`config.mk`:
```
export PLATFORM = sky130hd
export DESIGN_NAME = mem_bus_master
export DESIGN_NICKNAME = d
export VERILOG_FILES = /design/src/l1_cache_pkg.sv /design/src/mem_bus_master.sv
export SDC_FILE = /design/constraint.sdc
export NUM_CORES = 1
export LEC_CHECK = 0
export BUFFER_PORTS_ARGS = -buffer_cell sky130_fd_sc_hd__buf_2
export CORE_AREA = 2 2 120 122
export DETAILED_ROUTE_END_ITERATION = 10
export DIE_AREA = 0 0 122 124
export GPL_TIMING_DRIVEN = 1
export PLACE_DENSITY = 0.41
export SLEW_MARGIN = 5
export SYNTH_ARGS = -nofsm -noshare
export SYNTH_HDL_FRONTEND = slang
export SYNTH_SLANG_ARGS = --single-unit
```
`constraint.sdc`:
```
create_clock -name CLK -period 1.7 [get_ports CLK]
set_input_delay 0.17 -clock CLK [delete_from_list [all_inputs] [get_ports CLK]]
set_output_delay 0.17 -clock CLK [all_outputs]
set_load 0.01 [all_outputs]
```
`src/l1_cache_pkg.sv`:
```
/*
 * shared types and constants for the direct-mapped L1 cache
 */
package l1_cache_pkg;

    localparam int WORD_BYTES = 4; // bytes per bus word

    typedef logic [31:0] word_t;           // data and address word
    typedef logic [WORD_BYTES-1:0] sel_t;  // one bit per byte lane

    // controller states
    typedef enum logic [2:0] {
        IDLE,
        WRITEBACK,  // dirty victim going out before a fill
        FILL,       // line coming in word by word
        PASS,       // single beat to the uncached region
        FLUSH_SCAN, // walking the sets
        FLUSH_WB    // writing back one dirty set
    } cache_state_t;

    // operation handed to the memory bus master
    typedef enum logic [1:0] {
        MEM_NONE,
        MEM_FILL,
        MEM_WRITEBACK,
        MEM_PASS
    } mem_op_t;

endpackage

```
`src/mem_bus_master.sv`:
```
/*
 * memory-side Wishbone classic master
 * runs line fills, line write-backs and single pass-through beats
 */
`timescale 1ns/1ns

module mem_bus_master import l1_cache_pkg::*; #(
    parameter int  CACHE_SIZE = 1024,
    parameter int  BLOCK_SIZE = 2,
    localparam int N_SETS     = CACHE_SIZE / (BLOCK_SIZE * WORD_BYTES),
    localparam int SET_BITS   = $clog2(N_SETS),
    localparam int OFF_BITS   = $clog2(BLOCK_SIZE),
    localparam int TAG_BITS   = 32 - SET_BITS - OFF_BITS - 2
) (
    input  logic                CLK,
    input  logic                nRST,
    input  mem_op_t             mem_op,
    input  logic                op_start,
    input  logic [TAG_BITS-1:0] line_tag,
    input  logic [SET_BITS-1:0] line_set,
    input  logic                cpu_we,
    input  sel_t                cpu_sel,
    input  word_t               cpu_adr,
    input  word_t               cpu_dat_w,
    input  word_t               rd_data,
    output logic [OFF_BITS-1:0] rd_word,
    output logic                fill_we,
    output logic [OFF_BITS-1:0] fill_word,
    output word_t               fill_data,
    output logic                op_done,
    output word_t               pass_data,
    output logic                mem_cyc,
    output logic                mem_stb,
    output logic                mem_we,
    output sel_t                mem_sel,
    output word_t               mem_adr,
    output word_t               mem_dat_w,
    input  word_t               mem_dat_r,
    input  logic                mem_ack
);
    logic                busy;
    mem_op_t             cur_op;    // latched at op_start
    logic [OFF_BITS-1:0] beat;      // word index within the line
    logic                is_pass;
    logic                last_beat;
    logic                beat_ack;
    word_t               lane_mask;

    assign is_pass   = cur_op == MEM_PASS;
    assign last_beat = is_pass || (beat == OFF_BITS'(BLOCK_SIZE - 1));
    assign beat_ack  = busy && mem_ack;

    // beat stays on the bus until acked, no wait states of our own
    assign mem_cyc   = busy;
    assign mem_stb   = busy;
    assign mem_we    = busy && ((cur_op == MEM_WRITEBACK) || (is_pass && cpu_we));
    assign mem_sel   = is_pass ? cpu_sel : '1;
    assign mem_adr   = is_pass ? {cpu_adr[31:2], 2'b00} : {line_tag, line_set, beat, 2'b00};
    assign mem_dat_w = is_pass ? cpu_dat_w : rd_data;

    // write-back reads the line by beat, otherwise the request word
    assign rd_word = (busy && cur_op == MEM_WRITEBACK) ? beat : cpu_adr[OFF_BITS+1:2];

    assign fill_we   = beat_ack && (cur_op == MEM_FILL);
    assign fill_word = beat;
    assign fill_data = mem_dat_r;
    assign op_done   = beat_ack && last_beat; // same cycle as the final ack

    always_comb begin
        for (int b = 0; b < WORD_BYTES; b++) begin
            lane_mask[8*b +: 8] = {8{cpu_sel[b]}};
        end
    end

    // unselected lanes read as zero, controller registers this on op_done
    assign pass_data = mem_dat_r & lane_mask;

    always_ff @(posedge CLK, negedge nRST) begin
        if (!nRST) begin
            busy   <= 1'b0;
            cur_op <= MEM_NONE;
            beat   <= '0;
        end else if (op_start) begin
            busy   <= mem_op != MEM_NONE; // also restarts right after a write-back
            cur_op <= mem_op;
            beat   <= '0;
        end else if (beat_ack) begin
            if (last_beat) begin
                busy   <= 1'b0;
                cur_op <= MEM_NONE;
            end else begin
                beat <= beat + 1'b1; // next word address next cycle
            end
        end
    end

endmodule

```
# Word level (Yosys, flattened, before mapping)
# Index checks and enable logic that the tools add are counted.
# word_totals
reg_bits	4
out_inout_bits	139
word_cells	35
# classes
addsub	1
n_eq_ne	4
n_mux	13
bitwise_logic	1
n_reduce_logical	13
# op_table
op	count
two-way mux 32 bit	2
bitwise AND 32 bit	1
two-way mux 1 bit	7
logical AND 1 bit	6
two-way mux 2 bit	3
nonzero test 2 bit	3
equality test 2 bit (second input constant)	2
two-way mux 4 bit	1
AND reduction 2 bit	2
equality test 2 x 1 -> 1 bit (second input constant)	1
logical OR 1 bit	2
inequality test 2 bit (second input constant)	1
adder 1 bit (second input constant)	1

# Longest topological paths before layout
# depth
ltp_word	5
mapped_depth	5
depth_no_buf	3

# Least setup slack after synthesis
# Ideal clock, no wire load.
# synth_timing
path_type	reg-to-output
start	register cur_op[0]
end	output port mem_dat_w[10]
arrival_ns	1.145
required_time_ns	1.530
path_slack_ns	0.385
path_stages_with_launch	5
cell_sequence	dfrtp_1 > nand2_1 > buf_6 > buf_6 > mux2_4
# synth_via
elab_chain_cells	2
# synth_rtl
item	line	source
start: declaration	mem_bus_master.sv:42	mem_op_t cur_op;
start signal: assignment	mem_bus_master.sv:85	cur_op <= mem_op;
equality test 2 bit	mem_bus_master.sv:49	assign is_pass = cur_op == MEM_PASS;
two-way mux 32 bit	mem_bus_master.sv:59	assign mem_dat_w = is_pass ? cpu_dat_w : rd_data;
end: declaration	mem_bus_master.sv:37	output word_t mem_dat_w,
# Every way passes these cells.

# Worst setup path after layout
# layout_timing
start	register cur_op[1]
end	output port mem_adr[4]
# layout_via
elab_chain_cells	2
# layout_rtl
item	line	source
equality test 2 bit	mem_bus_master.sv:49	
two-way mux 32 bit	mem_bus_master.sv:58	assign mem_adr = is_pass ? {cpu_adr[31:2], 2'b00} : {line_tag, line_set, beat, 2'b00};
end: declaration	mem_bus_master.sv:36	output word_t mem_adr,
# Every way passes these cells.

==> results.sh <==
export IMPL_gr_usage_all_layers_pct=7.85
export IMPL_setup_violations_final=0
export IMPL_syn_instance_count=167
export IMPL_share_of_the_core_filled_with_cells_pct=23.5
export IMPL_port_buffers=302
export IMPL_cp_cell_sequence="nand2_8, buf_12, mux2_2, buf_2"
export IMPL_grt_pass1_wl_um=9480
export IMPL_maxClockFrequency_mhz=605
export IMPL_hold_ws_ps=179
export IMPL_worst_setup_path_start_kind="flop"
export IMPL_total_wirelength_um=7810
export IMPL_h_tree_levels=1
export IMPL_grt_antenna_before_repair=2
export IMPL_mappedNetlistArea_um2=1550
export IMPL_postRouteAntennaNets=0
export IMPL_finalNonFillerCells=619
export IMPL_routedWlPerCell_um=12.6
export IMPL_cap_viol_max_count=0
export IMPL_maximum_root_to_sink_buffer_count=2
export IMPL_nFillCells=1519
export IMPL_cts_root_buffer_cell="clkbuf_16"
export IMPL_critPathSlowestCell="dfrtp_2"
export IMPL_ys_seq_elements=4
export IMPL_route_vias_total=2163
export IMPL_fp_coreArea_um2=13700
export IMPL_cts_sink_count=4
export IMPL_io_pins=307
export IMPL_drt_initial_drc_count=36
export IMPL_setup_worst_path_class="reg2out"
export IMPL_syn_mean_instance_area_um2=9.29
export IMPL_worst_ep_required_time_ps=1530
export IMPL_final_common_cell="buf_2"
export IMPL_total_leakage_power_nw=1.93
export IMPL_worstSetupEndpointType="output port"
export IMPL_layout_cells_most_common_list="298 x buf_2, 34 x mux2_2, 32 x and2_1"
export IMPL_synth_sequential_area_ratio_pct=6.45
export IMPL_timing_final_hold_violations=0
export IMPL_cell_internal_pwr_mw=0.935
export IMPL_run_status="complete, no violations"
export IMPL_grt_overflow_total=0
export IMPL_worst_ep_arrival_time_ps=1480
export IMPL_chipWidth_um=122
export IMPL_total_switching_power_mw=0.484
export IMPL_detailed_place_area_um2=3020
export IMPL_irDropWorstVdd_mv=0.411
export IMPL_drt_pass1_iterations=4
export IMPL_hpwl_um=6570
export IMPL_rows=43
export IMPL_post_place_cells=611
export IMPL_critical_path_max_fanout=15
export IMPL_globalplace_congestion=0.757
export IMPL_first_global_vias=1918
export IMPL_hold_path_class="in2reg"
export IMPL_dieArea_um2=15100
export IMPL_seq_power_share_pct=8.6
export IMPL_share_clk_of_total_power_pct=25.5
export IMPL_clock_skew_ps=1.06
export IMPL_cts_setup_buffers=0
export IMPL_fp_dieH_um=124
export IMPL_clk_pin_slew_worst_paths_ps=30
export IMPL_clock_insertion_delay_worst_skew_ps=220
export IMPL_ys_warnings_count=0
export IMPL_drt_drc_violations_left=0
export IMPL_rsz_0062_raised_after_global_routing="true"
export IMPL_combinationalPowerShare_pct=65.9
export IMPL_switching_share_pct=34.1
export IMPL_period_share_pct=97.3
export IMPL_layout_min_cycle_time_ps=1650
export IMPL_number_of_buffers_added_by_the_clock_tree_synthesis_step=3
export IMPL_final_layout_size_suffix_gt1_share_pct=86.8
export IMPL_p_total_mw=1.42
export IMPL_syn2layout_area_growth_pct=108
export IMPL_postLayoutCellArea_um2=3230
export IMPL_critPathMaxStageDelay_ps=450
export IMPL_post_drt_via_cell_ratio=3.49
export IMPL_start_util_pct=11.3
export IMPL_tritoncts="yes"
export IMPL_finish_net_count=608
export IMPL_count_of_different_cell_masters_after_synthesis=16
export IMPL_pwr_density_cell_nw_per_um2=439
export IMPL_final_max_slew_viol_count=0
export IMPL_grt_start_max_net_pins=38
## worst paths after layout
check	from	to	slack [ps]	cells after the start
min reg2reg	fill_word	fill_word	590	2
min in group asynchronous	nRST	fill_word	290	2
max reg2reg	cur_op[0]	mem_cyc	530	4
min	mem_op[1]	cur_op[1]	180	3
max	cur_op[1]	mem_adr[4]	50	4
max in group asynchronous	nRST	cur_op[1]	1270	2
## cells by family after synthesis
family	after synthesis	share of synthesized area, %
mux	63	51.8
simple gates	45	16.9
buf+inv	44	21.3
compound gates	10	3.31
flops	4	6.45
other cells	1	0.242
## metrics by stage
stage	setup WS [ps]	setup TNS, ps
2_1_floorplan	385	0
3_3_place_gp	186	0
3_5_place_dp	181	0
4_1_cts	-6.08	-19.3
5_1_grt	-18.6	-116
6_report	46.1	0
## per-layer routing
layer  up-vias  track usage (%)  part of all wire, %
met5         -                0                    0
met4         0            0.647                 0.24
met3         2            0.733                  8.6
met2       133             15.6                   53
met1       948             9.42                   38
li1       1080                -                    -
## repair_timing
action / CTS / global route
pin swaps: 0 / 1
gates resized for setup: 4 / 7
cloned: 0 / 3
hold buffers: 1 / 0
hold endpoints to repair: 4 / 0
endpoints found under the setup margin: 31 / 46
## final cells by class
cell class                      count  area [um^2]  share of cell area, %
Inverter                            2         7.51                  0.232
Timing Repair Buffer              309         1660                   51.5
Clock buffer                        3         75.1                   2.32
Tap cell                          180          225                   6.97
Sequential cell                     4          101                   3.14
Multi-Input combinational cell    120         1160                   35.8
Antenna cell                        1         2.50                 0.0775
## state kept, by name, summed over array words and instances (netlist names)
register   count
mem_cyc        1
cur_op         2
fill_word      1
## cells in the mapped netlist, drive strengths merged
master	n	area [um^2]
mux2	63	803
buf	42	323
and2	32	200
o21ai	7	35.0
nand2	5	18.8
dfrtp	4	100
or2	4	25.0
nor2	3	11.3
a21oi	2	10.0
inv	2	7.51
a31oi	1	6.26
conb	1	3.75
nor3b	1	7.51
## power by group through the flow
stage	combinational [mW]	clock, mW	sequential, mW
floorplan	0.494	0	0.118
global placement	0.890	0	0.120
detailed placement	0.892	0	0.120
CTS	0.902	0.366	0.120
global route	1.01	0.377	0.125
finish	0.936	0.361	0.122
## worst max-delay path, delay by kind of cell, from the launching register on
kind	cells	cell delay [ps]
buf+inv	2	320
simple gates	1	140
flops	1	450
mux	1	340
(Power assumes the default switching activity.)
