**src/l1_cache_pkg.sv**
```systemverilog
/*
 * shared types and constants for the direct-mapped L1 cache
 */
package l1_cache_pkg;

    localparam int WORD_BYTES = 4; // bytes per bus word

    typedef logic [31:0] word_t;           // data and address word
    typedef logic [WORD_BYTES-1:0] sel_t;  // one bit per byte lane

    // controller states
    typedef enum logic [2:0] {
        IDLE,
        WRITEBACK,  // dirty victim going out before a fill
        FILL,       // line coming in word by word
        PASS,       // single beat to the uncached region
        FLUSH_SCAN, // walking the sets
        FLUSH_WB    // writing back one dirty set
    } cache_state_t;

    // operation handed to the memory bus master
    typedef enum logic [1:0] {
        MEM_NONE,
        MEM_FILL,
        MEM_WRITEBACK,
        MEM_PASS
    } mem_op_t;

endpackage

```
**src/tag_store.sv**
```systemverilog
/*
 * tag store of the L1 cache
 * valid, dirty and tag per set, address decode and hit detection
 */
`timescale 1ns/1ns

module tag_store import l1_cache_pkg::*; #(
    parameter int    CACHE_SIZE          = 1024,
    parameter int    BLOCK_SIZE          = 2,
    parameter word_t NONCACHE_START_ADDR = 32'h8000_0000,
    localparam int   N_SETS              = CACHE_SIZE / (BLOCK_SIZE * WORD_BYTES),
    localparam int   SET_BITS            = $clog2(N_SETS),
    localparam int   OFF_BITS            = $clog2(BLOCK_SIZE),
    localparam int   TAG_BITS            = 32 - SET_BITS - OFF_BITS - 2
) (
    input  logic                CLK,
    input  logic                nRST,
    input  word_t               cpu_adr,
    input  logic                scan_mode,
    input  logic [SET_BITS-1:0] scan_set,
    input  logic                fill_commit,
    input  logic                mark_dirty,
    input  logic                mark_clean,
    output logic                hit,
    output logic                uncached,
    output logic                victim_dirty,
    output logic [TAG_BITS-1:0] victim_tag,
    output logic [SET_BITS-1:0] sel_set,
    output logic [TAG_BITS-1:0] req_tag,
    output logic [OFF_BITS-1:0] word_off
);
    // processor address split into cache fields
    typedef struct packed {
        logic [TAG_BITS-1:0] tag;
        logic [SET_BITS-1:0] set;
        logic [OFF_BITS-1:0] off;  // word within line
        logic [1:0]          lane; // byte within word
    } addr_fields_t;

    typedef union packed {
        word_t        word;
        addr_fields_t f;
    } cpu_addr_t;

    cpu_addr_t           req;
    logic [N_SETS-1:0]   valid;
    logic [N_SETS-1:0]   dirty;
    logic [TAG_BITS-1:0] tags [N_SETS];

    assign req.word = cpu_adr;
    assign req_tag  = req.f.tag;
    assign word_off = req.f.off;
    assign uncached = req.word >= NONCACHE_START_ADDR; // mmio region bypasses the arrays

    // flush walks its own set, otherwise the request picks it
    assign sel_set      = scan_mode ? scan_set : req.f.set;
    assign victim_tag   = tags[sel_set];
    assign victim_dirty = valid[sel_set] && dirty[sel_set];
    assign hit          = valid[sel_set] && (tags[sel_set] == req.f.tag) && !uncached;

    always_ff @(posedge CLK, negedge nRST) begin
        if (!nRST) begin
            valid <= '0; // every line starts invalid and clean
            dirty <= '0;
        end else begin
            if (fill_commit) begin
                valid[sel_set] <= 1'b1;
                dirty[sel_set] <= 1'b0; // fresh line matches memory
            end else if (mark_dirty) begin
                dirty[sel_set] <= 1'b1;
            end else if (mark_clean) begin
                dirty[sel_set] <= 1'b0;
            end
        end
    end

    always_ff @(posedge CLK) begin
        if (fill_commit) begin
            tags[sel_set] <= req.f.tag;
        end
    end

endmodule

```
**config.mk**
```make
export PLATFORM = sky130hd
export DESIGN_NAME = tag_store
export DESIGN_NICKNAME = d
export VERILOG_FILES = /design/src/l1_cache_pkg.sv /design/src/tag_store.sv
export SDC_FILE = /design/constraint.sdc
export NUM_CORES = 2
export LEC_CHECK = 0
export BUFFER_PORTS_ARGS = -buffer_cell sky130_fd_sc_hd__buf_4
export CORE_MARGIN = 2
export CORE_UTILIZATION = 45
export CTS_CLUSTER_DIAMETER = 60
export DETAILED_ROUTE_END_ITERATION = 16
export RECOVER_POWER = 25
export SLEW_MARGIN = 20
export SYNTH_ARGS = -nofsm -noshare
export SYNTH_HDL_FRONTEND = slang
export SYNTH_SLANG_ARGS = --single-unit
```
**constraint.sdc**
```tcl
create_clock -name CLK -period 11.3 [get_ports CLK]
set_input_delay 2.825 -clock CLK [delete_from_list [all_inputs] [get_ports CLK]]
set_output_delay 2.825 -clock CLK [all_outputs]
set_load 0.03 [all_outputs]
```
# Yosys cells after proc, flatten, opt, wreduce, memory -nomap -nowiden
# Memory sizes are Yosys's and may differ from the RTL's.
# Index checks and enable logic that the tools add are counted.
[totals]
inputBits = 45
ram_bits = 2816
romBits = 0
mem_count = 1
register_bits = 256
latch_bits = 0
[memory_table]
columns = ["name", "depth", "word_bits", "read_ports", "rd_clocked_by_memory_dff", "write_ports", "line", "source"]
rows = [
  ["tags", 128, 22, 1, 0, 1, "tag_store.sv:48", "logic [TAG_BITS-1:0] tags [N_SETS];"],
]
[classes]
n_mux = 12
shifts = 0
eq_ne = 1
n_bitwise = 4
n_lt_le_gt_ge = 3
n_addsub = 0
mul = 0
n_div = 0
n_reduce_logical = 6
[op_table]
columns = ["operator", "n"]
rows = [
  ["$mux 128", 3],
  ["$or 128x128->128", 2],
  ["$and 128x128->128", 1],
  ["$not 128->128", 1],
  ["$ge 32x32->1 const B", 1],
  ["$eq 22x22->1", 1],
  ["$bmux 1 s7", 2],
  ["$lt 7x8->1 const B", 1],
  ["$demux 1 s7", 1],
  ["$ge 7x1->1 const B", 1],
  ["$mux 7", 1],
  ["$mux 1", 5],
  ["$logic_and 1x1->1", 4],
  ["$reduce_bool 3->1", 1],
  ["$logic_not 1->1", 1],
]

# Logic depth before layout (Yosys ltp)
[depth]
ltp_word = 10
depth_mapped = 16
depth_no_buf = 11

# Worst setup path after synthesis
# Ideal clock, no wire load.
[synth_path]
path_type = "input to output"
start = "input cpu_adr[3]"
end = "output hit"
slack_ns = 2.335
stages = 13
arrival_time_ns = 6.140
n_path_buf = 3
t_required_ns = 8.475
cell_sequence = "buf_2 nand4bb_1 clkbuf_1 buf_2 a21oi_1 or4_1 o31a_1 o41ai_1 o2111a_1 xnor2_1 nand3_1 nor4_1 nor4b_2"
[synth_between]
elab_chain_len = 5
word_cells_on_any_way = 9
[synth_lines]
columns = ["item", "line", "source"]
rows = [
  ["start: declaration", "tag_store.sv:18", "input word_t cpu_adr,"],
  ["$mux 7", "tag_store.sv:56", "assign sel_set = scan_mode ? scan_set : req.f.set;"],
  ["$mem_v2 128x22", "n/a", ""],
  ["via victim_tag[1]", "tag_store.sv:27", "output logic [TAG_BITS-1:0] victim_tag,"],
  ["$eq 22x22->1", "tag_store.sv:59", "assign hit = valid[sel_set] && (tags[sel_set] == req.f.tag) && !uncached;"],
  ["$logic_and 1x1->1 (2 in series)", "tag_store.sv:59", ""],
  ["end: declaration", "tag_store.sv:24", "output logic hit,"],
]
# The timed path passes the listed nets, and every way through them passes these cells. The select of a mux whose other input is x is not followed.

# Worst setup path in the final report
[layout_path]
start = "input scan_mode"
end = "output hit"
[layout_between]
elab_chain_len = 5
word_cells_on_any_way = 7
[layout_lines]
columns = ["item", "line", "source"]
rows = [
  ["start: declaration", "tag_store.sv:19", "input logic scan_mode,"],
  ["$mux 7 (*)", "tag_store.sv:56", ""],
  ["$mem_v2 128x22 or $bmux 1 s7 (tied branches)", "n/a", ""],
  ["$eq 22x22->1 or $mux 1 (tied branches)", "tag_store.sv:59", ""],
  ["$logic_and 1x1->1 (*) (2 in series)", "tag_store.sv:59", ""],
]
# Mark *: on every way between the ends. The rest lies on a longest branch, timed or not. The select of a mux whose other input is x is not followed.

==> impl_results.md <==
- Status: finished with violations
- Failing checks: max-capacitance violations, max-slew violations
- CTS tree: built
- DRT iter0 DRCs: 11200
- Critical-path top delay cell: nor4_2
- WL final: 388 mm
- Worst setup SP type: input pin
- Worst path arrival time: 8.46 ns
- Mux cell area share after synthesis: 2.04%
- Hold/Removal Path Class: reg2reg
- Largest area contributor in the netlist: edfxtp_1
- Worst hold path depth: 1
- Final Hold Fails: 0
- Crit path depth: 17
- Cell family with most CP delay: simple AND/OR/NAND/NOR gates
- Compound-Gate Fraction of Synth Area: 10.0%
- Cell total after placement: 11800
- R2r worst-path depth: 1
- Commonest cells in the synthesized netlist: edfxtp_1 (2816), nand2_1 (1440), a21oi_1 (509)
- Cell variety after synth: 81
- Initial antenna violation count: 21
- DRC viols: 0
- Yosys top cell area share: 70.7%
- Clock sinks: 3072
- Main combinational cell family by area after synthesis: compound AO/OA/AOI/OAI gates
- Post-CTS setup buffer count: 0
- Reg2Reg Setup Slack: 10.48 ns
- Global-route wire length before repair: 545 mm
- Comb pwr share: 7.6%
- Area of placed instances: 127000 um2
- Slew @ Worst Pin: 4.50 ns
- Clk Tree Root Cell: clkbuf_16
- Cell area power density: 181 nW/um2
- Syn avg cell area: 14.5 um2
- Worst path required time: 8.48 ns
- Switching Share: 23.2%
- Final setup viols: 0
- Fin crit share: 99.9%
- Routed vias: 77900
- Peak Freq: 0.0886 GHz
- FP Rows: 189
- H-tree Lvls: 5
- Vias in the first global route: 73800
- DR vias/cell: 6.31
- RSZ-0062 raised after global routing: no
- Register area share after synthesis: 76.1%
- Max transition margin: -200%
- Leakage Power: 46.1 nW
- Post-DR wirelength/cell: 31.4 um
- Synth top area cells: edfxtp_1 (71%), dfrtp_1 (5.4%), nand2_1 (4.5%)
- Die Y: 520 um
- FF-to-FF End: valid[51]
- DR pass1 iterations: 6
- Beginning of the worst hold path: valid[92]
- Clock transition at path regs: 0.06 ns
- Most frequent cell after synthesis: edfxtp_1
- Sw Pwr: 5.75 mW
- Worst clock skew: 0 ns
- Post-Synth Adder-Cell Area: 0%
- Final Non-Filler Cells: 12400
- Share of layout cells above drive strength 1: 15.1%
- Crit-path max cell delay: 0.90 ns
- Synth Flop Type: edfxtp_1
- Num CTS Buffers: 334
- DP HPWL: 223 mm
- Post-DRT Antenna Nets: 0
- I/O Pins: 100
- Worst skew pair latency: 0.98 ns
- All-Layer GR Usage: 28.0%
- CP Cell Sequence: buf_4, nand4b_4, and2_2, buf_4, buf_4, o22ai_1, o31a_1, o41ai_1, buf_4, o2111a_1, xnor2_1, nand2_1, nor4_2, buf_4, nor4b_2, buf_4, buf_4
- Register share of total power: 51.1%
- CTS max path bufs: 4
- Critical path's most frequent cell: buf_4
- EDFF count, synth: 2816
- Die width: 520 um
- Mapped Cells: 8275
- Fillers: 22000
- Slew Viols, Final: 1595
- Asr flop ratio synth: 8.33%
- Ys Warns: 0
- Simple-Gate Fraction of Synth Area: 9.09%
- Worst Setup End Kind: output port
- Synthesis-to-layout area growth: 14.2%
- Non-Filler Cell Area, Final: 137000 um2
- Critical path class: in2out
- Syn_nets: 8320
- Mapped Area: 120000 um2
- Die area: 270000 um2
- Placer Congestion: 0.868
- Max Cap Viol: 28
- Core region area: 265000 um2
- R2r startpoint: valid[51]
- Post-synthesis register bit count: 3072
- Nets: 8619
- Internal: 19.0 mW
- Hold Path Sink: valid[92]
- Critical-path maximum fanout: 32
- Initial core utilization: 45.2%
- Clock share of power: 41.4%
- Largest net degree at the start of global routing: 124
- GR Overflow Total: 0
- I/O Buffers: 95
- Worst vdd ir: 0.163 mV
- Synth Area in XOR/XNOR: 0.124%
- Crit path buf inv count: 7
- Tmin final: 11.29 ns
[cell usage in the layout, fill, tap and decap left out, drive strengths merged, types with 65 or more instances in the layout]
| cell | n |
|---|---|
| edfxtp | 2816 |
| nand2 | 1442 |
| buf | 549 |
| a21oi | 510 |
| nand3 | 491 |
| clkbuf | 468 |
| o22ai | 287 |
| o21ai | 276 |
| dfrtp | 256 |
| a31oi | 235 |
| a32oi | 231 |
| mux2i | 230 |
| nor2 | 173 |
| or2 | 129 |
| clkinv | 114 |
| o41ai | 107 |
| or4 | 72 |
| a22oi | 65 |
[sequential cells by signal, summed over array words and instances (netlist names), named ones only]
| signal | count |
|---|---|
| valid | 128 |
| tags | 2816 |
[how the worst max path moves through the flow]
| stage | from | to |
|---|---|---|
| 6_report | scan_mode | hit |
| 5_1_grt | scan_mode | hit |
| 4_1_cts | scan_mode | hit |
| 3_5_place_dp | scan_mode | hit |
| 3_3_place_gp | scan_mode | hit |
| 2_1_floorplan | cpu_adr[3] | hit |
[metal layers]
layer  GRT usage, %  up-vias  routed length [um]  part of all wire (%)
met3           5.84      926               42000                    11
met2           43.5     4789              177000                    46
met5              0        -                  81                 0.021
met1           38.7    39700              151000                    39
li1               -    32500                   -                     -
met4           11.5       14               18200                   4.7
[metrics by stage]
stage / power [mW] / util (%) / TNS, ns / setup WS [ns] / hold WS [ns]
final: 24.8 / 51.6 / 0 / 0.0140 / 0.465
after global routing: 25.4 / 51.6 / 0 / 0.0623 / 0.471
after floorplan: 13.8 / - / 0 / 2.34 / 0.440
after detailed placement: 14.7 / 47.8 / 0 / 0.171 / 0.453
after CTS: 24.8 / 51.6 / 0 / 0.145 / 0.467
after global placement: 14.7 / 47.8 / -0.223 / -0.223 / 0.450
[timing repair]
| action | 4_1_cts | 5_1_grt |
|---|---|---|
| resized for setup | 0 | 2 |
| hold buffers | 0 | 0 |
| endpoints found under the setup margin | 0 | 1 |
[power groups by stage]
| stage | Clock (mW) | Sequential, mW | Combinational [mW] |
|---|---|---|---|
| global route | 10.8 | 12.7 | 1.97 |
| floorplan | 0 | 12.8 | 0.944 |
| CTS | 10.3 | 12.6 | 1.85 |
| global placement | 0 | 12.9 | 1.82 |
| detailed placement | 0 | 12.9 | 1.85 |
| finish | 10.2 | 12.6 | 1.87 |
[area by class of cell]
class	count	area [um2]	share of cell area, %
Sequential cell	3072	91000	66.6
Clock inverter	143	1130	0.826
Tap cell	3533	4420	3.24
Inverter	6	38.8	0.0284
Multi-Input combinational cell	4574	26200	19.2
Clock buffer	431	8950	6.55
Antenna cell	11	27.5	0.0201
Timing Repair Buffer	586	4850	3.55
[cell families after synthesis]
group,count (synthesis)
DFF,3072
and+or+nand+nor,2456
AOI/OAI and AO/OA,1860
buffers and inverters,629
muxes,241
xor gates and xnor gates,17
(Power assumes the default switching activity.)
