File: src/l1_cache_pkg.sv
/*
 * shared types and constants for the direct-mapped L1 cache
 */
package l1_cache_pkg;

    localparam int WORD_BYTES = 4; // bytes per bus word

    typedef logic [31:0] word_t;           // data and address word
    typedef logic [WORD_BYTES-1:0] sel_t;  // one bit per byte lane

    // controller states
    typedef enum logic [2:0] {
        IDLE,
        WRITEBACK,  // dirty victim going out before a fill
        FILL,       // line coming in word by word
        PASS,       // single beat to the uncached region
        FLUSH_SCAN, // walking the sets
        FLUSH_WB    // writing back one dirty set
    } cache_state_t;

    // operation handed to the memory bus master
    typedef enum logic [1:0] {
        MEM_NONE,
        MEM_FILL,
        MEM_WRITEBACK,
        MEM_PASS
    } mem_op_t;

endpackage

File: src/cache_ctrl.sv
/*
 * L1 cache controller
 * miss, pass-through and flush sequencing plus the processor acknowledge
 */
`timescale 1ns/1ns

module cache_ctrl import l1_cache_pkg::*; #(
    parameter int  CACHE_SIZE = 1024,
    parameter int  BLOCK_SIZE = 2,
    localparam int N_SETS     = CACHE_SIZE / (BLOCK_SIZE * WORD_BYTES),
    localparam int SET_BITS   = $clog2(N_SETS)
) (
    input  logic                CLK,
    input  logic                nRST,
    input  logic                cpu_cyc,
    input  logic                cpu_stb,
    input  logic                cpu_we,
    input  logic                flush,
    input  logic                hit,
    input  logic                uncached,
    input  logic                victim_dirty,
    input  logic                op_done,
    input  word_t               rd_data,
    input  word_t               pass_data,
    output logic                cpu_ack,
    output word_t               cpu_dat_r,
    output logic                cpu_we_hit,
    output mem_op_t             mem_op,
    output logic                op_start,
    output logic                fill_commit,
    output logic                mark_dirty,
    output logic                mark_clean,
    output logic                scan_mode,
    output logic [SET_BITS-1:0] scan_set,
    output logic                line_tag_sel,
    output logic                flush_done
);
    cache_state_t        state;
    cache_state_t        next_state;
    logic [SET_BITS-1:0] scan_ctr;   // flush set counter
    logic                req;
    logic                hit_ack;
    logic                rd_hit;
    logic                pass_ack;
    logic                last_set;
    logic                scan_next;
    logic                flush_end;

    // request is still on the bus during the ack cycle, ignore it there
    assign req        = cpu_cyc && cpu_stb && !cpu_ack;
    assign hit_ack    = (state == IDLE) && req && hit;
    assign rd_hit     = hit_ack && !cpu_we;
    assign cpu_we_hit = hit_ack && cpu_we;  // data store merges on the ack edge
    assign mark_dirty = cpu_we_hit;
    assign pass_ack   = (state == PASS) && op_done;

    assign scan_mode    = (state == FLUSH_SCAN) || (state == FLUSH_WB);
    assign scan_set     = scan_ctr;
    assign last_set     = scan_ctr == SET_BITS'(N_SETS - 1);
    assign line_tag_sel = (state == WRITEBACK) || (state == FLUSH_WB); // victim line base

    always_comb begin
        next_state  = state;
        mem_op      = MEM_NONE;
        op_start    = 1'b0;
        fill_commit = 1'b0;
        mark_clean  = 1'b0;
        scan_next   = 1'b0;
        flush_end   = 1'b0;
        case (state)
            IDLE: begin
                if (req && uncached) begin
                    next_state = PASS;
                    mem_op     = MEM_PASS;
                    op_start   = 1'b1;
                end else if (req && !hit && victim_dirty) begin
                    next_state = WRITEBACK; // evict first
                    mem_op     = MEM_WRITEBACK;
                    op_start   = 1'b1;
                end else if (req && !hit) begin
                    next_state = FILL;
                    mem_op     = MEM_FILL;
                    op_start   = 1'b1;
                end else if (flush && !(cpu_cyc && cpu_stb)) begin
                    next_state = FLUSH_SCAN; // requests win over flush
                end
            end
            WRITEBACK: begin
                if (op_done) begin
                    next_state = FILL;
                    mem_op     = MEM_FILL;
                    op_start   = 1'b1;
                end
            end
            FILL: begin
                if (op_done) begin
                    fill_commit = 1'b1; // last word lands on this edge too
                    next_state  = IDLE; // held request then hits
                end
            end
            PASS: begin
                if (op_done) begin
                    next_state = IDLE;
                end
            end
            FLUSH_SCAN: begin
                if (victim_dirty) begin
                    next_state = FLUSH_WB;
                    mem_op     = MEM_WRITEBACK;
                    op_start   = 1'b1;
                end else if (last_set) begin
                    next_state = IDLE;
                    flush_end  = 1'b1;
                end else begin
                    scan_next = 1'b1; // clean set costs one cycle
                end
            end
            FLUSH_WB: begin
                if (op_done) begin
                    mark_clean = 1'b1;
                    if (last_set) begin
                        next_state = IDLE;
                        flush_end  = 1'b1;
                    end else begin
                        next_state = FLUSH_SCAN;
                        scan_next  = 1'b1;
                    end
                end
            end
            default: next_state = IDLE;
        endcase
    end

    always_ff @(posedge CLK, negedge nRST) begin
        if (!nRST) begin
            state      <= IDLE;
            scan_ctr   <= '0;
            cpu_ack    <= 1'b0;
            flush_done <= 1'b0;
        end else begin
            state      <= next_state;
            cpu_ack    <= hit_ack || pass_ack; // single cycle, req masks the repeat
            flush_done <= flush_end;
            if (state == IDLE) begin
                scan_ctr <= '0;
            end else if (scan_next) begin
                scan_ctr <= scan_ctr + 1'b1;
            end
        end
    end

    // read data rides with cpu_ack
    always_ff @(posedge CLK) begin
        if (rd_hit) begin
            cpu_dat_r <= rd_data;
        end else if (pass_ack) begin
            cpu_dat_r <= pass_data;
        end
    end

endmodule

File: config.mk
export PLATFORM = sky130hd
export DESIGN_NAME = cache_ctrl
export DESIGN_NICKNAME = d
export VERILOG_FILES = /design/src/l1_cache_pkg.sv /design/src/cache_ctrl.sv
export SDC_FILE = /design/constraint.sdc
export NUM_CORES = 1
export LEC_CHECK = 0
export BUFFER_PORTS_ARGS = -buffer_cell sky130_fd_sc_hd__clkbuf_2
export CAP_MARGIN = 5
export CORE_MARGIN = 2
export CORE_UTILIZATION = 47
export DETAILED_ROUTE_END_ITERATION = 12
export MAX_ROUTING_LAYER = met4
export PLACE_DENSITY = 0.81
export SYNTH_ARGS = -nofsm -noshare
export SYNTH_HDL_FRONTEND = slang
export SYNTH_SLANG_ARGS = --single-unit
File: constraint.sdc
create_clock -name CLK -period 4.8 [get_ports CLK]
set_input_delay 0.96 -clock CLK [delete_from_list [all_inputs] [get_ports CLK]]
set_output_delay 0.96 -clock CLK [all_outputs]
set_load 0.02 [all_outputs]
## Yosys cells after proc, flatten, opt, wreduce, memory -nomap -nowiden

Index checks and enable logic that the tools add are counted.
Widths: inputs -> output; s select.

| storage, ports and cells | value |
|---|---|
| register bits after elaboration | 44 |
| bits of input ports | 74 |
| logic and storage cells | 77 |

| cells by class | value |
|---|---|
| add/subtract/negate cells | 1 |
| eq/ne operators | 11 |
| multiplexer cells | 37 |
| reductions and logical operators | 23 |

Operators with widths:

| operator | count |
|---|---|
| $mux 32 | 2 |
| $mux 3 | 10 |
| $mux 1 | 15 |
| $pmux 3 s5 | 1 |
| $mux 7 | 2 |
| $logic_and 1x1->1 | 11 |
| $add 7x1->7 const B | 1 |
| $eq 7x7->1 const B | 1 |
| $eq 3x2->1 const B | 2 |
| $eq 3x3->1 const B | 2 |
| $mux 2 | 3 |
| $pmux 2 s3 | 1 |
| $ne 5x1->1 const B | 1 |
| $reduce_and 5->1 | 1 |
| $logic_not 1->1 | 4 |
| $ne 2x2->1 const B | 2 |
| $pmux 1 s2 | 2 |
| $reduce_bool 2->1 | 2 |
| $eq 3x1->1 const B | 1 |
| $logic_not 3->1 | 1 |
| $logic_or 1x1->1 | 3 |
| $ne 3x3->1 const B | 1 |
| $pmux 1 s3 | 1 |
| $ne 2x1->1 const B | 1 |
| $reduce_or 2->1 | 1 |

## Depth between registers and ports, before layout

Gate-level depths: netlist of run 1.

| depth | value |
|---|---|
| word-level depth | 8 |
| gate-level depth with buffers | 5 |

## Worst setup path before layout of run 1

No wires, ideal clock.

| timing path | value |
|---|---|
| path type | input to output |
| from | in cpu_stb |
| to | out op_start |
| arrival | 2073 ps |
| data required time | 3840 ps |
| slack | 1767 ps |
| stages on the path | 3 |
| path buffers | 0 |
| cell sequence | nand3b_1 or3_1 a221oi_1 |

| between the ends | value |
|---|---|
| word-level cells in the longest chain between the ends | 7 |

Ends and longest elaborated chain:

| element | line | source |
|---|---|---|
| start: declaration | cache_ctrl.sv:16 | `input logic cpu_stb,` |
| $logic_and 1x1->1 (*) (2 in a row) | cache_ctrl.sv:50 | `assign req = cpu_cyc && cpu_stb && !cpu_ack;` |
| $logic_and 1x1->1 | cache_ctrl.sv:76, cache_ctrl.sv:80 |  |
| $mux 1 or $logic_and 1x1->1 (tied branches) | cache_ctrl.sv:80, cache_ctrl.sv:76 |  |
| $mux 1 | cache_ctrl.sv:76 | `end else if (req && !hit && victim_dirty) begin` |
| $mux 1 (*) | cache_ctrl.sv:72 | `if (req && uncached) begin` |
| $pmux 1 s3 (*) | cache_ctrl.sv:70 | `case (state)` |
| end: declaration | cache_ctrl.sv:29 | `output logic op_start,` |

Every way passes the cells marked *; elsewhere a longest branch is shown, timed or not.

## Worst setup path in the final report of run 1

Same ends and word-level chain as after synthesis.

==> results.cfg, run 1 <==
[timing]
max_slew_margin = 0.375
slew_violations = 0
setup_tns_ns = 0
max_freq_mhz = 324
rsz0062_at_grt = false
period_needed_ns = 3.08
skew_ns = 0.00872
finalCritPeriodShare = 0.642
setup_viol = 0
finalHoldViolCount = 0
worst_slew_pin_slew_ns = 0.934

[worst_setup_path]
path_buf_inv = 2
crit_fanout = 5
max_stage_delay_ns = 0.42
arrival_ns = 2.12
worstSetupEndpointType = output pin
crit_top_cell = clkbuf_2
worstPathRequired_ns = 3.84
critical-path-top-delay-family = simple AND/OR/NAND/NOR gates
startpoint_type = input port
crit_type = in -> out
cpMaxStageDelayCell = or3_1
crit_path_cell_trace = clkbuf_2, nand3b_1, or3_1, a221oi_1, clkbuf_2

[pwr]
peakVddDrop_uv = 190
p_total_uw = 1070
cellLeakagePower_uw = 0.00128
power_density_nw_per_um2 = 373

[floorplanning]
dieWidth_um = 71.6
pin_count = 124
die_height_um = 71.6
rows = 24
core_area_um2 = 4380
die-area_um2 = 5130
start_util = 0.490

[yosys]
synthFlopType = edfxtp_1
synth_warnings = 0
synth_seq_area_share = 0.587
ys_async_sr_fraction = 0.273
synthTopCellsByArea = edfxtp_1 45%, mux2_2 15%, dfrtp_1 14%, nor2_1 2.4%, buf_6 1.6%
synth_most_common_cell = edfxtp_1
syn-num-nets = 239
synthesis.area_um2 = 2150
synth_edf_count = 32
synth_seq_cells = 44
synth_area_per_cell_um2 = 13.1
synth_top_area_share = 0.447
ys_types = 39
netlist_instances = 164
synth_area_leader_cell = edfxtp_1
ys_top_cells_by_count = 32 x edfxtp_1, 29 x mux2_2, 14 x nor2_1

[cts]
cts_resized = 0
cts_hold_buf = 0
root_buffer = clkbuf_8
worstSkewPairLatency_ns = 0.29
clkTransAtPathRegs_ns = 0.08
postCtsSetupBuffers = 0
cts_buffer_depth = 2
h-tree-depth = 2
cts_made_buffers = 5
cts_tree = yes
clock-sinks = 44

[grt]
grt_use_total = 0.193
grt_max_degree = 33
grt_pass1_vias = 1595
antenna_found_initial = 0
grt_pass1_wl_um = 7350
grt_overflow = 0

[routing]
antenna_left = 0
wl_per_cell_um = 14.7
wirelength_um = 4990
vias_per_cell = 5.17
drc = 0
drt_first_pass_iters = 4
via_count = 1751
drtIter0Drc = 148

[cells_and_area]
fillers = 361
diodes = 0
drive_gt1_frac = 0.568
nets = 361
area_growth_pct = 33.6

[min_path]
hold_class = reg -> reg

[job]
cap_violations = 0

[run_status]
status = finished clean

[place]
dp_hpwl_um = 3870
routabilityCongestion = 0.936
port_buffers = 123
[where the power goes]
group | internal, uW | switching (uW) | leakage (uW)
logic | 138 | 203 | 0.000791
registers | 454 | 50.1 | 0.000451
clock network | 101 | 124 | 0.0000388
total | 693 | 377 | 0.00128
[area by class of cell]
cell class                      instances  area [um^2]  share of cell area
Tap cell                               52         65.1              0.0227
Inverter                                4         15.0             0.00523
Clock buffer                            6         72.6              0.0253
Clock inverter                          2         11.3             0.00392
Multi-Input combinational cell        107          822               0.286
Timing Repair Buffer                  124          623               0.217
Sequential cell                        44         1260               0.439
[cell families after synthesis]
logic type                 count (synthesis)  share of synthesized area
adders and majority gates                  1                    0.00582
and+or+nand+nor                           50                      0.125
AOI/OAI and AO/OA                         22                     0.0699
DFF                                       44                      0.587
muxes                                     34                      0.177
buffers and inverters                     13                     0.0355
[per-stage QoR]
stage                     setup WS [ns]  hold WS [ns]  area (um^2)  cells   util
after floorplan                    1.77         0.582         2150    164      -
after global placement             1.78         0.519         2790    331  0.636
after detailed placement           1.72         0.526         2790    331  0.636
after CTS                          1.72         0.538         2870    339  0.655
after global routing               1.63         0.559         2870    339  0.655
final                              1.72         0.529         2870    339  0.655
[path summary, 6_finish.rpt]
kind | depth (start not counted) | slack [ns] | start | endpoint
worst max-delay path | 5 | 1.72 | cpu_stb | op_start
worst min-delay path | 1 | 0.53 | scan_set[5]$_DFFE_PN0P_ | scan_set[5]$_DFFE_PN0P_
worst max register to register | 4 | 2.11 | state[0]$_DFFE_PN0P_ | cpu_dat_r[31]$_DFFE_PP_
worst min register to register | 1 | 0.53 | scan_set[5]$_DFFE_PN0P_ | scan_set[5]$_DFFE_PN0P_
max in group asynchronous | 1 | 4.01 | nRST | cpu_ack$_DFF_PN0_
min in group asynchronous | 1 | 0.55 | nRST | scan_set[2]$_DFFE_PN0P_
[registers in the layout, summed over array words and instances, names as in the netlist]
register / count
cpu_ack: 1
cpu_dat_r: 32
flush_done: 1
scan_set: 7
state: 3
[per-layer routing]
metal  vias up  part of all wire  global-route usage
li1        857                 -                   -
met1       824              0.39               0.233
met2        64              0.55               0.328
met3         6             0.053              0.0450
met4         0            0.0088              0.0503
met5         -                 0                   -
[placed cells by master, fill, tap and decap left out, drive strengths merged, types with 2 or more instances in the layout]
master | synthesis | final
nor3 | 6 | 6
a21oi | 6 | 6
or3 | 5 | 5
nor2 | 14 | 14
inv | 4 | 4
nand2 | 6 | 6
nand2b | 3 | 3
edfxtp | 32 | 32
nor3b | 2 | 2
or2 | 2 | 2
mux2 | 32 | 32
mux2i | 2 | 2
dfrtp | 12 | 12
o31a | 2 | 2
o22ai | 2 | 2
nand3 | 4 | 4
nor2b | 4 | 4
clkbuf | 4 | 129
o21ai | 2 | 2
(Power assumes the default switching activity.)
==> inputs of run 2 (changes only) <==
Settings changed: CORE_UTILIZATION 47 to 39, PLACE_DENSITY 0.81 to 0.71.
Clock period 4.8 ns to 2.5 ns, I/O delays scaled along.
==> results.cfg, run 2 (synthesized netlist as in run 1, its figures left out) <==
[floorplanning]
die_height_um = 78.2
pin_count = 124
rows = 27
start_util = 0.397
core_area_um2 = 5410
dieWidth_um = 78.2
die-area_um2 = 6120

[routing]
drt_first_pass_iters = 4
drtIter0Drc = 126
wl_met1_um = 2080
wl_per_cell_um = 13.8
drc = 0
vias_per_cell = 4.85
wl_met2_um = 2410
via_count = 1746
dr.max_layer_used = met4
antenna_left = 0
dr_wl_met3_um = 403
wirelength_um = 4960

[cells_and_area]
most-common-layout-cells = 123 x clkbuf_2, 32 x edfxtp_1, 29 x mux2_2
fillers = 483
largest_reg_flops = 32
area_growth_pct = 39.2
nets = 362
largest_register = cpu_dat_r
diodes = 0
fin_cells = 360
final_common_cell = clkbuf_2
drive_gt1_frac = 0.576

[run_status]
status = finished clean

[timing]
max_slew_margin = 0.367
finalHoldViolCount = 0
finalWorstSetupSlack_ns = 0.163
setup_tns_ns = 0
period_needed_ns = 2.34
skew_ns = 0.00651
worst_slew_pin_slew_ns = 0.948
slew_violations = 0
finalCritPeriodShare = 0.935
whs_ns = 0.0837
max_freq_mhz = 428
setup_viol = 0
rsz0062_at_grt = false

[pwr]
peakVddDrop_uv = 364
cellLeakagePower_uw = 0.00133
power_density_nw_per_um2 = 800

[worst_setup_path]
r2r_end = cpu_dat_r[18]$_DFFE_PP_
critPathLaunch = state[1]$_DFFE_PN0P_
arrival_ns = 1.84
worstSetupEndpointType = output pin
ff2ff_path_depth = 4
worstPathRequired_ns = 2.00
r2r_slack_ns = 0.35
crit_type = reg -> out
crit_fanout = 12
startpoint_type = register
r2r_start = state[1]$_DFFE_PN0P_

[place]
dp_slack_ns = 0.342
routabilityCongestion = 0.843
port_buffers = 123
place_inst = 352
dp_hpwl_um = 3720

[grt]
grt_max_degree = 33
grt_use_total = 0.174
grt_pass1_vias = 1722
antenna_found_initial = 0
grt_overflow = 0
grt_pass1_wl_um = 8020

[cts]
cts_tree = yes
postCtsSetupBuffers = 0
root_buffer = clkbuf_8
cts_hold_buf = 0
cts_buffer_depth = 2
clkTransAtPathRegs_ns = 0.08
h-tree-depth = 2
cts_resized = 0
cts_made_buffers = 5
worstSkewPairLatency_ns = 0.29
clock-sinks = 44

[job]
cap_violations = 0

[min_path]
hold_class = in -> async
==> run 2: power breakdown <==
group | internal, uW | total, uW | switching [uW]
registers | 872 | 943 | 70.8
logic | 276 | 700 | 424
clock network | 500 | 750 | 250
==> run 2: metrics by stage <==
stage	total power (uW)	utilization	instance area, um^2
floorplan	1430	-	2150
global placement	1650	0.524	2830
detailed placement	1660	0.524	2830
CTS	2410	0.553	2990
global route	2500	0.553	2990
finish	2390	0.553	2990
==> run 2: how the worst max path moves through the flow <==
stage	endpoint	slack, ns	cells after the start
6_report	cpu_we_hit	0.16	3
3_3_place_gp	op_start	0.39	5
2_1_floorplan	cpu_dat_r[0]$_DFFE_PP_	0.25	5
3_5_place_dp	cpu_dat_r[6]$_DFFE_PP_	0.34	4
5_1_grt	cpu_we_hit	0.05	3
4_1_cts	cpu_we_hit	0.15	3
==> run 2: critical path: stages (launching register included) <==
cell,delay (ns)
dfrtp_1,0.50
or3_1,0.53
nor3_1,0.29
clkbuf_2,0.22
==> run 2: layout make-up <==
type,instances,area [um^2],share of cell area
multi-input cells,107,822,0.275
clock buffers,5,68.8,0.0230
inverters,4,15.0,0.00502
well taps,72,90.1,0.0301
flip-flops and latches,44,1260,0.422
repair buffers,125,643,0.215
clock inverters,3,90.1,0.0301
==> run 2: layer usage <==
layer / global-route usage / vias up
li1: - / 859
met1: 0.217 / 796
met2: 0.275 / 85
met3: 0.0506 / 6
met4: 0.0561 / 0
met5: - / -
